## src/npc_pkg.sv

```systemverilog
package npc_pkg;

    // first fetch address after reset
    localparam logic [31:0] RESET_PC = 32'h8000_0000;

    // unified memory, 4 KiB of words, aliased across the address space
    localparam int MEM_WORDS = 1024;
    localparam int MEM_AW    = 10;

    // major opcodes of the supported subset
    localparam logic [6:0] OP_LUI    = 7'b0110111;
    localparam logic [6:0] OP_AUIPC  = 7'b0010111;
    localparam logic [6:0] OP_JAL    = 7'b1101111;
    localparam logic [6:0] OP_JALR   = 7'b1100111;
    localparam logic [6:0] OP_BRANCH = 7'b1100011;
    localparam logic [6:0] OP_LOAD   = 7'b0000011;
    localparam logic [6:0] OP_STORE  = 7'b0100011;
    localparam logic [6:0] OP_IMM    = 7'b0010011;
    localparam logic [6:0] OP_REG    = 7'b0110011;
    localparam logic [6:0] OP_SYSTEM = 7'b1110011;

    // funct3 values, several share an encoding under different opcodes
    localparam logic [2:0] F3_ADD   = 3'b000;
    localparam logic [2:0] F3_SLTIU = 3'b011;
    localparam logic [2:0] F3_LW    = 3'b010;
    localparam logic [2:0] F3_LBU   = 3'b100;
    localparam logic [2:0] F3_SW    = 3'b010;
    localparam logic [2:0] F3_SB    = 3'b000;
    localparam logic [2:0] F3_BNE   = 3'b001;

    // whole ebreak word, matched exactly
    localparam logic [31:0] EBREAK_WORD = 32'h0010_0073;

    // one-hot alu operations
    localparam logic [2:0] ALU_ADD  = 3'b001;
    localparam logic [2:0] ALU_SLTU = 3'b010;
    localparam logic [2:0] ALU_NE   = 3'b100;

    // instruction word seen through each encoding format
    typedef union packed {
        logic [31:0] raw;
        // R format
        struct packed {
            logic [6:0] funct7;
            logic [4:0] rs2;
            logic [4:0] rs1;
            logic [2:0] funct3;
            logic [4:0] rd;
            logic [6:0] opcode;
        } r;
        // I format, 12-bit immediate on top
        struct packed {
            logic [11:0] imm_11_0;
            logic [4:0]  rs1;
            logic [2:0]  funct3;
            logic [4:0]  rd;
            logic [6:0]  opcode;
        } i;
        // S and B formats, immediate split around rs1/rs2
        struct packed {
            logic [6:0] imm_hi;
            logic [4:0] rs2;
            logic [4:0] rs1;
            logic [2:0] funct3;
            logic [4:0] imm_lo;
            logic [6:0] opcode;
        } s;
        // U and J formats, 20 upper bits
        struct packed {
            logic [19:0] imm_31_12;
            logic [4:0]  rd;
            logic [6:0]  opcode;
        } u;
    } inst_word_t;

endpackage

```

## src/inst_decode.sv

```systemverilog
`timescale 1ns/1ps

module inst_decode import npc_pkg::*; (
    input  inst_word_t  inst,
    output logic        reg_wen,
    output logic        mem_ren,
    output logic        mem_wen,
    output logic        mem_byte,
    output logic        src1_is_pc,
    output logic        src2_is_imm,
    output logic        is_jal,
    output logic        is_jalr,
    output logic        is_bne,
    output logic        is_ebreak,
    output logic        wb_from_mem,
    output logic        wb_from_pc4,
    output logic        wb_from_imm,
    output logic [2:0]  alu_op,
    output logic [31:0] imm,
    output logic [4:0]  rs1,
    output logic [4:0]  rs2,
    output logic [4:0]  rd
);

    // one-hot opcode classes
    logic op_lui;
    logic op_auipc;
    logic op_jal;
    logic op_jalr;
    logic op_branch;
    logic op_load;
    logic op_store;
    logic op_imm;
    logic op_reg;
    logic op_system;
    logic [7:0] f3_d;

    // single instructions
    logic is_add;
    logic is_addi;
    logic is_sltiu;
    logic is_lw;
    logic is_lbu;
    logic is_sw;
    logic is_sb;

    // immediate format classes
    logic fmt_i;
    logic fmt_s;
    logic fmt_b;
    logic fmt_u;
    logic fmt_j;
    logic use_add;

    logic [31:0] imm_i;
    logic [31:0] imm_s;
    logic [31:0] imm_b;
    logic [31:0] imm_u;
    logic [31:0] imm_j;

    assign op_lui    = (inst.r.opcode == OP_LUI);
    assign op_auipc  = (inst.r.opcode == OP_AUIPC);
    assign op_jal    = (inst.r.opcode == OP_JAL);
    assign op_jalr   = (inst.r.opcode == OP_JALR);
    assign op_branch = (inst.r.opcode == OP_BRANCH);
    assign op_load   = (inst.r.opcode == OP_LOAD);
    assign op_store  = (inst.r.opcode == OP_STORE);
    assign op_imm    = (inst.r.opcode == OP_IMM);
    assign op_reg    = (inst.r.opcode == OP_REG);
    assign op_system = (inst.r.opcode == OP_SYSTEM);

    // funct3 as one-hot, indexed by the F3_* codes
    assign f3_d = 8'b1 << inst.r.funct3;

    // add needs funct7 zero, otherwise it is sub
    assign is_add    = op_reg & f3_d[F3_ADD] & (inst.r.funct7 == 7'd0);
    assign is_addi   = op_imm & f3_d[F3_ADD];
    assign is_sltiu  = op_imm & f3_d[F3_SLTIU];
    assign is_lw     = op_load & f3_d[F3_LW];
    assign is_lbu    = op_load & f3_d[F3_LBU];
    assign is_sw     = op_store & f3_d[F3_SW];
    assign is_sb     = op_store & f3_d[F3_SB];
    assign is_jal    = op_jal;
    assign is_jalr   = op_jalr & f3_d[F3_ADD];
    assign is_bne    = op_branch & f3_d[F3_BNE];
    assign is_ebreak = op_system & (inst.raw == EBREAK_WORD);

    // control strobes, unknown encodings leave all of them low
    assign reg_wen     = op_lui | op_auipc | is_jal | is_jalr | is_add | is_addi
                       | is_sltiu | is_lw | is_lbu;
    assign mem_ren     = is_lw | is_lbu;
    assign mem_wen     = is_sw | is_sb;
    assign mem_byte    = is_lbu | is_sb;
    assign wb_from_mem = is_lw | is_lbu;
    assign wb_from_pc4 = is_jal | is_jalr;
    assign wb_from_imm = op_lui;

    // operand selects
    assign src1_is_pc  = op_auipc;
    assign src2_is_imm = op_auipc | is_addi | is_sltiu | is_jalr | mem_ren | mem_wen;

    // adder also forms load/store addresses and the jalr target
    assign use_add = is_add | is_addi | op_auipc | is_jalr | mem_ren | mem_wen;
    assign alu_op  = ({3{use_add}} & ALU_ADD)
                   | ({3{is_sltiu}} & ALU_SLTU)
                   | ({3{is_bne}} & ALU_NE);

    assign rs1 = inst.r.rs1;
    assign rs2 = inst.r.rs2;
    assign rd  = inst.r.rd;

    // immediates, all sign extended except U
    assign imm_i = {{20{inst.i.imm_11_0[11]}}, inst.i.imm_11_0};
    assign imm_s = {{20{inst.s.imm_hi[6]}}, inst.s.imm_hi, inst.s.imm_lo};
    assign imm_b = {{19{inst.s.imm_hi[6]}}, inst.s.imm_hi[6], inst.s.imm_lo[0],
                    inst.s.imm_hi[5:0], inst.s.imm_lo[4:1], 1'b0};
    assign imm_u = {inst.u.imm_31_12, 12'd0};
    // J bits sit scrambled in the upper 20
    assign imm_j = {{11{inst.u.imm_31_12[19]}}, inst.u.imm_31_12[19],
                    inst.u.imm_31_12[7:0], inst.u.imm_31_12[8],
                    inst.u.imm_31_12[18:9], 1'b0};

    assign fmt_i = is_addi | is_sltiu | is_jalr | is_lw | is_lbu;
    assign fmt_s = is_sw | is_sb;
    assign fmt_b = is_bne;
    assign fmt_u = op_lui | op_auipc;
    assign fmt_j = is_jal;

    // and-or select by class
    assign imm = ({32{fmt_i}} & imm_i)
               | ({32{fmt_s}} & imm_s)
               | ({32{fmt_b}} & imm_b)
               | ({32{fmt_u}} & imm_u)
               | ({32{fmt_j}} & imm_j);

endmodule

```

## src/reg_file.sv

```systemverilog
`timescale 1ns/1ps

module reg_file (
    input  logic        clk,
    input  logic        wen,
    input  logic [4:0]  waddr,
    input  logic [4:0]  raddr1,
    input  logic [4:0]  raddr2,
    input  logic [31:0] wdata,
    output logic [31:0] rdata1,
    output logic [31:0] rdata2
);

    // x0 entry exists but is never read
    logic [31:0] regs [32];
    logic        wr_ok;

    // writes to x0 are dropped
    assign wr_ok = wen & (waddr != 5'd0);

    always_ff @(posedge clk) begin
        if (wr_ok) begin
            regs[waddr] <= wdata;
        end
    end

    // combinational reads, x0 forced to zero
    assign rdata1 = (raddr1 == 5'd0) ? 32'd0 : regs[raddr1];
    assign rdata2 = (raddr2 == 5'd0) ? 32'd0 : regs[raddr2];

endmodule

```

## src/alu.sv

```systemverilog
`timescale 1ns/1ps

module alu import npc_pkg::*; (
    input  logic [31:0] src1,
    input  logic [31:0] src2,
    input  logic [2:0]  alu_op,
    output logic [31:0] alu_result
);

    logic [31:0] sum;
    logic        less_u;
    logic        differ;
    logic        sel_add;
    logic        sel_sltu;
    logic        sel_ne;

    assign sum    = src1 + src2;
    // unsigned compare for sltiu
    assign less_u = (src1 < src2);
    // inequality for bne
    assign differ = (src1 != src2);

    assign sel_add  = |(alu_op & ALU_ADD);
    assign sel_sltu = |(alu_op & ALU_SLTU);
    assign sel_ne   = |(alu_op & ALU_NE);

    // one-hot and-or, zero when no op selected
    assign alu_result = ({32{sel_add}} & sum)
                      | ({32{sel_sltu}} & {31'd0, less_u})
                      | ({32{sel_ne}} & {31'd0, differ});

endmodule

```

## src/npc.sv

```systemverilog
`timescale 1ns/1ps

module npc import npc_pkg::*; (
    input  logic        clk,
    input  logic        reset,
    output logic [31:0] fetch_addr,
    input  logic [31:0] fetch_data,
    output logic [31:0] data_addr,
    output logic [31:0] mem_wdata,
    output logic        mem_wen,
    output logic        data_byte,
    output logic [3:0]  mem_wmask,
    input  logic [31:0] rdata,
    output logic [31:0] pc,
    output logic        wb_en,
    output logic [4:0]  wb_rd,
    output logic [31:0] wb_data,
    output logic        halt
);

    inst_word_t  inst;
    logic        reg_wen;
    logic        mem_ren;
    logic        dec_mem_wen;
    logic        mem_byte;
    logic        src1_is_pc;
    logic        src2_is_imm;
    logic        is_jal;
    logic        is_jalr;
    logic        is_bne;
    logic        is_ebreak;
    logic        wb_from_mem;
    logic        wb_from_pc4;
    logic        wb_from_imm;
    logic [2:0]  alu_op;
    logic [31:0] imm;
    logic [4:0]  rs1;
    logic [4:0]  rs2;
    logic [4:0]  rd;
    logic [31:0] src1;
    logic [31:0] src2;
    logic [31:0] alu_src1;
    logic [31:0] alu_src2;
    logic [31:0] alu_result;
    logic [31:0] pc_plus4;
    logic        bne_taken;
    logic [31:0] next_pc;

    // fetch straight from pc
    assign fetch_addr = pc;
    assign inst       = inst_word_t'(fetch_data);

    inst_decode u_inst_decode (
        .inst        (inst),
        .reg_wen     (reg_wen),
        .mem_ren     (mem_ren),
        .mem_wen     (dec_mem_wen),
        .mem_byte    (mem_byte),
        .src1_is_pc  (src1_is_pc),
        .src2_is_imm (src2_is_imm),
        .is_jal      (is_jal),
        .is_jalr     (is_jalr),
        .is_bne      (is_bne),
        .is_ebreak   (is_ebreak),
        .wb_from_mem (wb_from_mem),
        .wb_from_pc4 (wb_from_pc4),
        .wb_from_imm (wb_from_imm),
        .alu_op      (alu_op),
        .imm         (imm),
        .rs1         (rs1),
        .rs2         (rs2),
        .rd          (rd)
    );

    reg_file u_reg_file (
        .clk    (clk),
        .wen    (wb_en),
        .waddr  (rd),
        .raddr1 (rs1),
        .raddr2 (rs2),
        .wdata  (wb_data),
        .rdata1 (src1),
        .rdata2 (src2)
    );

    assign alu_src1 = src1_is_pc ? pc : src1;
    assign alu_src2 = src2_is_imm ? imm : src2;

    alu u_alu (
        .src1       (alu_src1),
        .src2       (alu_src2),
        .alu_op     (alu_op),
        .alu_result (alu_result)
    );

    // next pc, jalr target comes from the adder
    assign pc_plus4  = pc + 32'd4;
    assign bne_taken = is_bne & (|alu_result);
    assign next_pc   = is_jalr ? (alu_result & ~32'd1) :
                       (is_jal | bne_taken) ? (pc + imm) :
                       pc_plus4;

    // pc holds on ebreak and for good once halted
    always_ff @(posedge clk) begin
        if (reset) begin
            pc   <= RESET_PC;
            halt <= 1'b0;
        end else begin
            if (is_ebreak) begin
                halt <= 1'b1;
            end
            if (!halt && !is_ebreak) begin
                pc <= next_pc;
            end
        end
    end

    // write-back priority mem, pc+4, imm, alu
    assign wb_data = wb_from_mem ? rdata :
                     wb_from_pc4 ? pc_plus4 :
                     wb_from_imm ? imm :
                     alu_result;
    assign wb_en   = reg_wen & ~halt;
    assign wb_rd   = rd;

    // data side, address from rs1 + imm
    assign data_addr = alu_result;
    assign data_byte = mem_byte & mem_ren;
    assign mem_wen   = dec_mem_wen & ~halt;
    // sb byte copied to every lane, mask picks one
    assign mem_wdata = mem_byte ? {4{src2[7:0]}} : src2;
    assign mem_wmask = mem_byte ? (4'b0001 << alu_result[1:0]) : 4'b1111;

endmodule

```

## config.mk

```make
export PLATFORM = sky130hd
export DESIGN_NAME = npc
export DESIGN_NICKNAME = d
export VERILOG_FILES = /design/src/npc_pkg.sv /design/src/inst_decode.sv /design/src/reg_file.sv /design/src/alu.sv /design/src/npc.sv
export SDC_FILE = /design/constraint.sdc
export NUM_CORES = 2
export LEC_CHECK = 0
export ABC_AREA = 1
export BUFFER_PORTS_ARGS = -buffer_cell sky130_fd_sc_hd__buf_4
export CAP_MARGIN = 20
export CORE_ASPECT_RATIO = 0.75
export CORE_MARGIN = 2
export CORE_UTILIZATION = 33
export DETAILED_ROUTE_END_ITERATION = 10
export SLEW_MARGIN = 30
export SYNTH_ARGS = -nofsm -noshare
export SYNTH_HDL_FRONTEND = slang
export SYNTH_SLANG_ARGS = --single-unit
export TNS_END_PERCENT = 50
```

## constraint.sdc

```tcl
create_clock -name clk -period 5.8 [get_ports clk]
set_clock_uncertainty 0.05 [all_clocks]
set_input_delay 0.29 -clock clk [delete_from_list [all_inputs] [get_ports clk]]
set_output_delay 0.29 -clock clk [all_outputs]
set_load 0.01 [all_outputs]
```

==> metrics <==
r2r startpoint u_reg_file.regs[25][10]; max incr delay on CP 0.42 ns; most common cell in the synthesized netlist o21ai_0; global placer's final weighted congestion 1.05; fin nets 7000; final setup vio count 0; Final Hold Violating Endpoints 0; total grt overflow 0; Worst Setup Slack post-DPL -0.0717 ns; beginning of the worst hold path rdata[4]; Peak VDD IR 0.000246 V; Crit. Startpoint fetch_data[20]; Fill cells 17.4k; Reg2Reg Depth 19; area grow syn2layout 18.1%; combinational fraction of design power 15.1%; Mapped Area 58300 um2; Max Slew Vio Count 0; number of synthesized flops with an enable pin 1024; Reg area 31400 um2; Finished Cell Area 68900 um2; Worst EP required 5.46 ns; Seq pwr share 46.7%; fin cells 9288; routed len/inst 31.4 um; Post-synth ARST share 0%; hold path depth 4; Worst Hold Path EP u_reg_file.regs[2][4]; synth top area cells edfxtp_1, o21ai_0, nand2_1; sequential area share after synthesis 53.8%; Port-buffer cells 238; antenna violations before repair 11; status completed; first-pass iteration count of the detailed router 6; vias in the first global route 52.0k; setup slack after layout 0.124 ns; # DRC 0; clock share of power 38.2%; Avg Cell Area, Syn 8.90 um2; most frequent CP cell nand2_1; area of the die 180000 um2; post-layout minimum cycle time 5.68 ns; htree depth 3; Via Count 56.9k; site row count 133; Sw Pwr 0.00508 W; io pins 239; Sw Share 28.6%; Lkg Pwr 26.1 nW; # clock sinks 1057; crit path launch type input pin; worst endpoint data arrival time 5.34 ns; Clk Latency, worst-skew pair 0.76 ns; top_reg_cell synth edfxtp_1; CP Max Fanout 43; Synth area leader edfxtp_1; Synth Warn # 0; first-pass GRT wire length 402000 um; fin crit share 97.9%; Initial Util 33.3%; worst slew pin tran 1.10 ns; CTS buffer count 102; Worst setup EP type output port; CTS Buffer Depth 3; Yosys cell types 57; Worst path slowest cell ha_1; Placed Cells 9092; GRT Resource Usage Total 31.2%; CTS tree built; layout cell share with drive strength beyond 1 12.7%; clock-pin slew on the worst setup and hold paths 0.07 ns; commonest cells in the netlist o21ai_0, edfxtp_1, nand2_1; die width 490 um; relative slew slack 26.9%; largest net degree at the start of global routing 119; Final ANT Viol Nets 0; RSZ-0062 raised after global routing false; final WL 292000 um; MaxCap Viol Count 0; hold crit path type in2reg; pwr dens 258 nW/um2; Max Fclk 0.176 GHz; flops & latches, synth 1057; Iter 0 DRT Violations 10.2k; hold slack 0.107 ns; Synth top area share 52.7%; Cell Area, Placed 65600 um2; HPWL after DPL 194000 um; Die Y 368 um; Clk Tree Root Cell clkbuf_16; reg2reg end u_reg_file.regs[20][12]; Mapped Cells 6554; via/cell ratio 6.13; Setup CP Type in2out; area taken by multi-input logic gates 23600 um2; r2r setup slk 1.01 ns; internal power 0.0127 W; CORE AREA 175000 um2
-- registers in the layout, indices dropped and copies added, names as in the netlist --
name / flops
fetch_addr: 32
halt: 1
u_reg_file.regs: 1024
-- per-layer routing --
layer / share of wire (%) / global-route usage, % / wire length, um / vias up
li1: - / - / - / 23900
met1: 41 / 45.1 / 119000 / 27600
met2: 39 / 42.3 / 115000 / 4610
met3: 15 / 9.93 / 43200 / 775
met4: 4.9 / 13.3 / 14400 / 10
met5: 0.024 / 0 / 71 / -
-- cells by family (layout without fill, tap and decap cells) --
group / Yosys count / count (layout) / share of synthesized area (%)
buf+inv: 964 / 1298 / 6.62
fa+ha+maj: 97 / 97 / 2.11
other cells: 1 / 39 / 0.00643
xor+xnor: 41 / 41 / 0.616
compound gates: 2127 / 2127 / 20.8
simple gates: 2267 / 2267 / 16.0
flops: 1057 / 1057 / 53.8
-- area by class of cell --
cell class / instances / share of cell area (%)
clock inverters: 66 / 0.928
well taps: 2362 / 4.29
clock buffers: 120 / 3.80
flip-flops and latches: 1057 / 45.6
repair buffers: 617 / 8.31
inverters: 495 / 2.74
diodes: 7 / 0.0254
multi-input cells: 4564 / 34.3
-- worst max-delay path, delay by kind of cell --
kind	cells	cell delay, ns
simple gates	11	1.88
compound gates	6	0.78
buf+inv	8	1.68
fa+ha+maj	1	0.42
xor+xnor	1	0.20
-- metrics by stage --
stage	power (W)	TNS (ns)	utilization [%]
6_report	0.0178	0	39.3
5_1_grt	0.0182	0	39.3
4_1_cts	0.0177	0	39.2
3_5_place_dp	0.0110	-1.64	37.4
3_3_place_gp	0.0110	-5.34	37.4
2_1_floorplan	0.00985	0	-
-- worst max-delay path by stage --
stage                             end  slack [ns]  depth (start not counted)
5_1_grt                   wb_data[11]       0.005                         27
4_1_cts                    wb_data[0]        0.04                         22
2_1_floorplan  u_reg_file.regs[0][28]        0.83                         26
6_report                  wb_data[11]        0.12                         27
3_3_place_gp               wb_data[0]       -0.18                         19
3_5_place_dp               wb_data[0]       -0.07                         22
-- cell usage in the layout (no fill, tap or decap), types with 32 or more instances in the layout --
cell type / count
o21ai_0: 1052
edfxtp_1: 1024
nand2_1: 975
nor2_1: 746
buf_4: 525
inv_1: 470
a21oi_1: 434
nand3_1: 342
o211ai_1: 145
a22oi_1: 144
o22ai_1: 139
clkbuf_16: 102
ha_1: 95
o221ai_1: 83
buf_12: 83
nand4_1: 66
nor3_1: 42
nor2_4: 37
xor2_1: 34
clkinv_1: 33
dfxtp_1: 33
conb_1: 32
-- repair_timing --
item	CTS	global route
hold endpoints to repair	7	0
pin swaps	0	0
setup buffers	0	0
gates resized for setup	1	8
setup endpoints to repair	2	23
hold buffers	2	0
-- power by group through the flow --
stage / Combinational (W) / Sequential, W / Clock (W)
after CTS: 0.00257 / 0.00831 / 0.00680
after global routing: 0.00282 / 0.00831 / 0.00711
after detailed placement: 0.00256 / 0.00848 / 0
final: 0.00268 / 0.00831 / 0.00679
after global placement: 0.00256 / 0.00848 / 0
after floorplan: 0.00138 / 0.00847 / 0
Power figures use the tool's default switching activity.
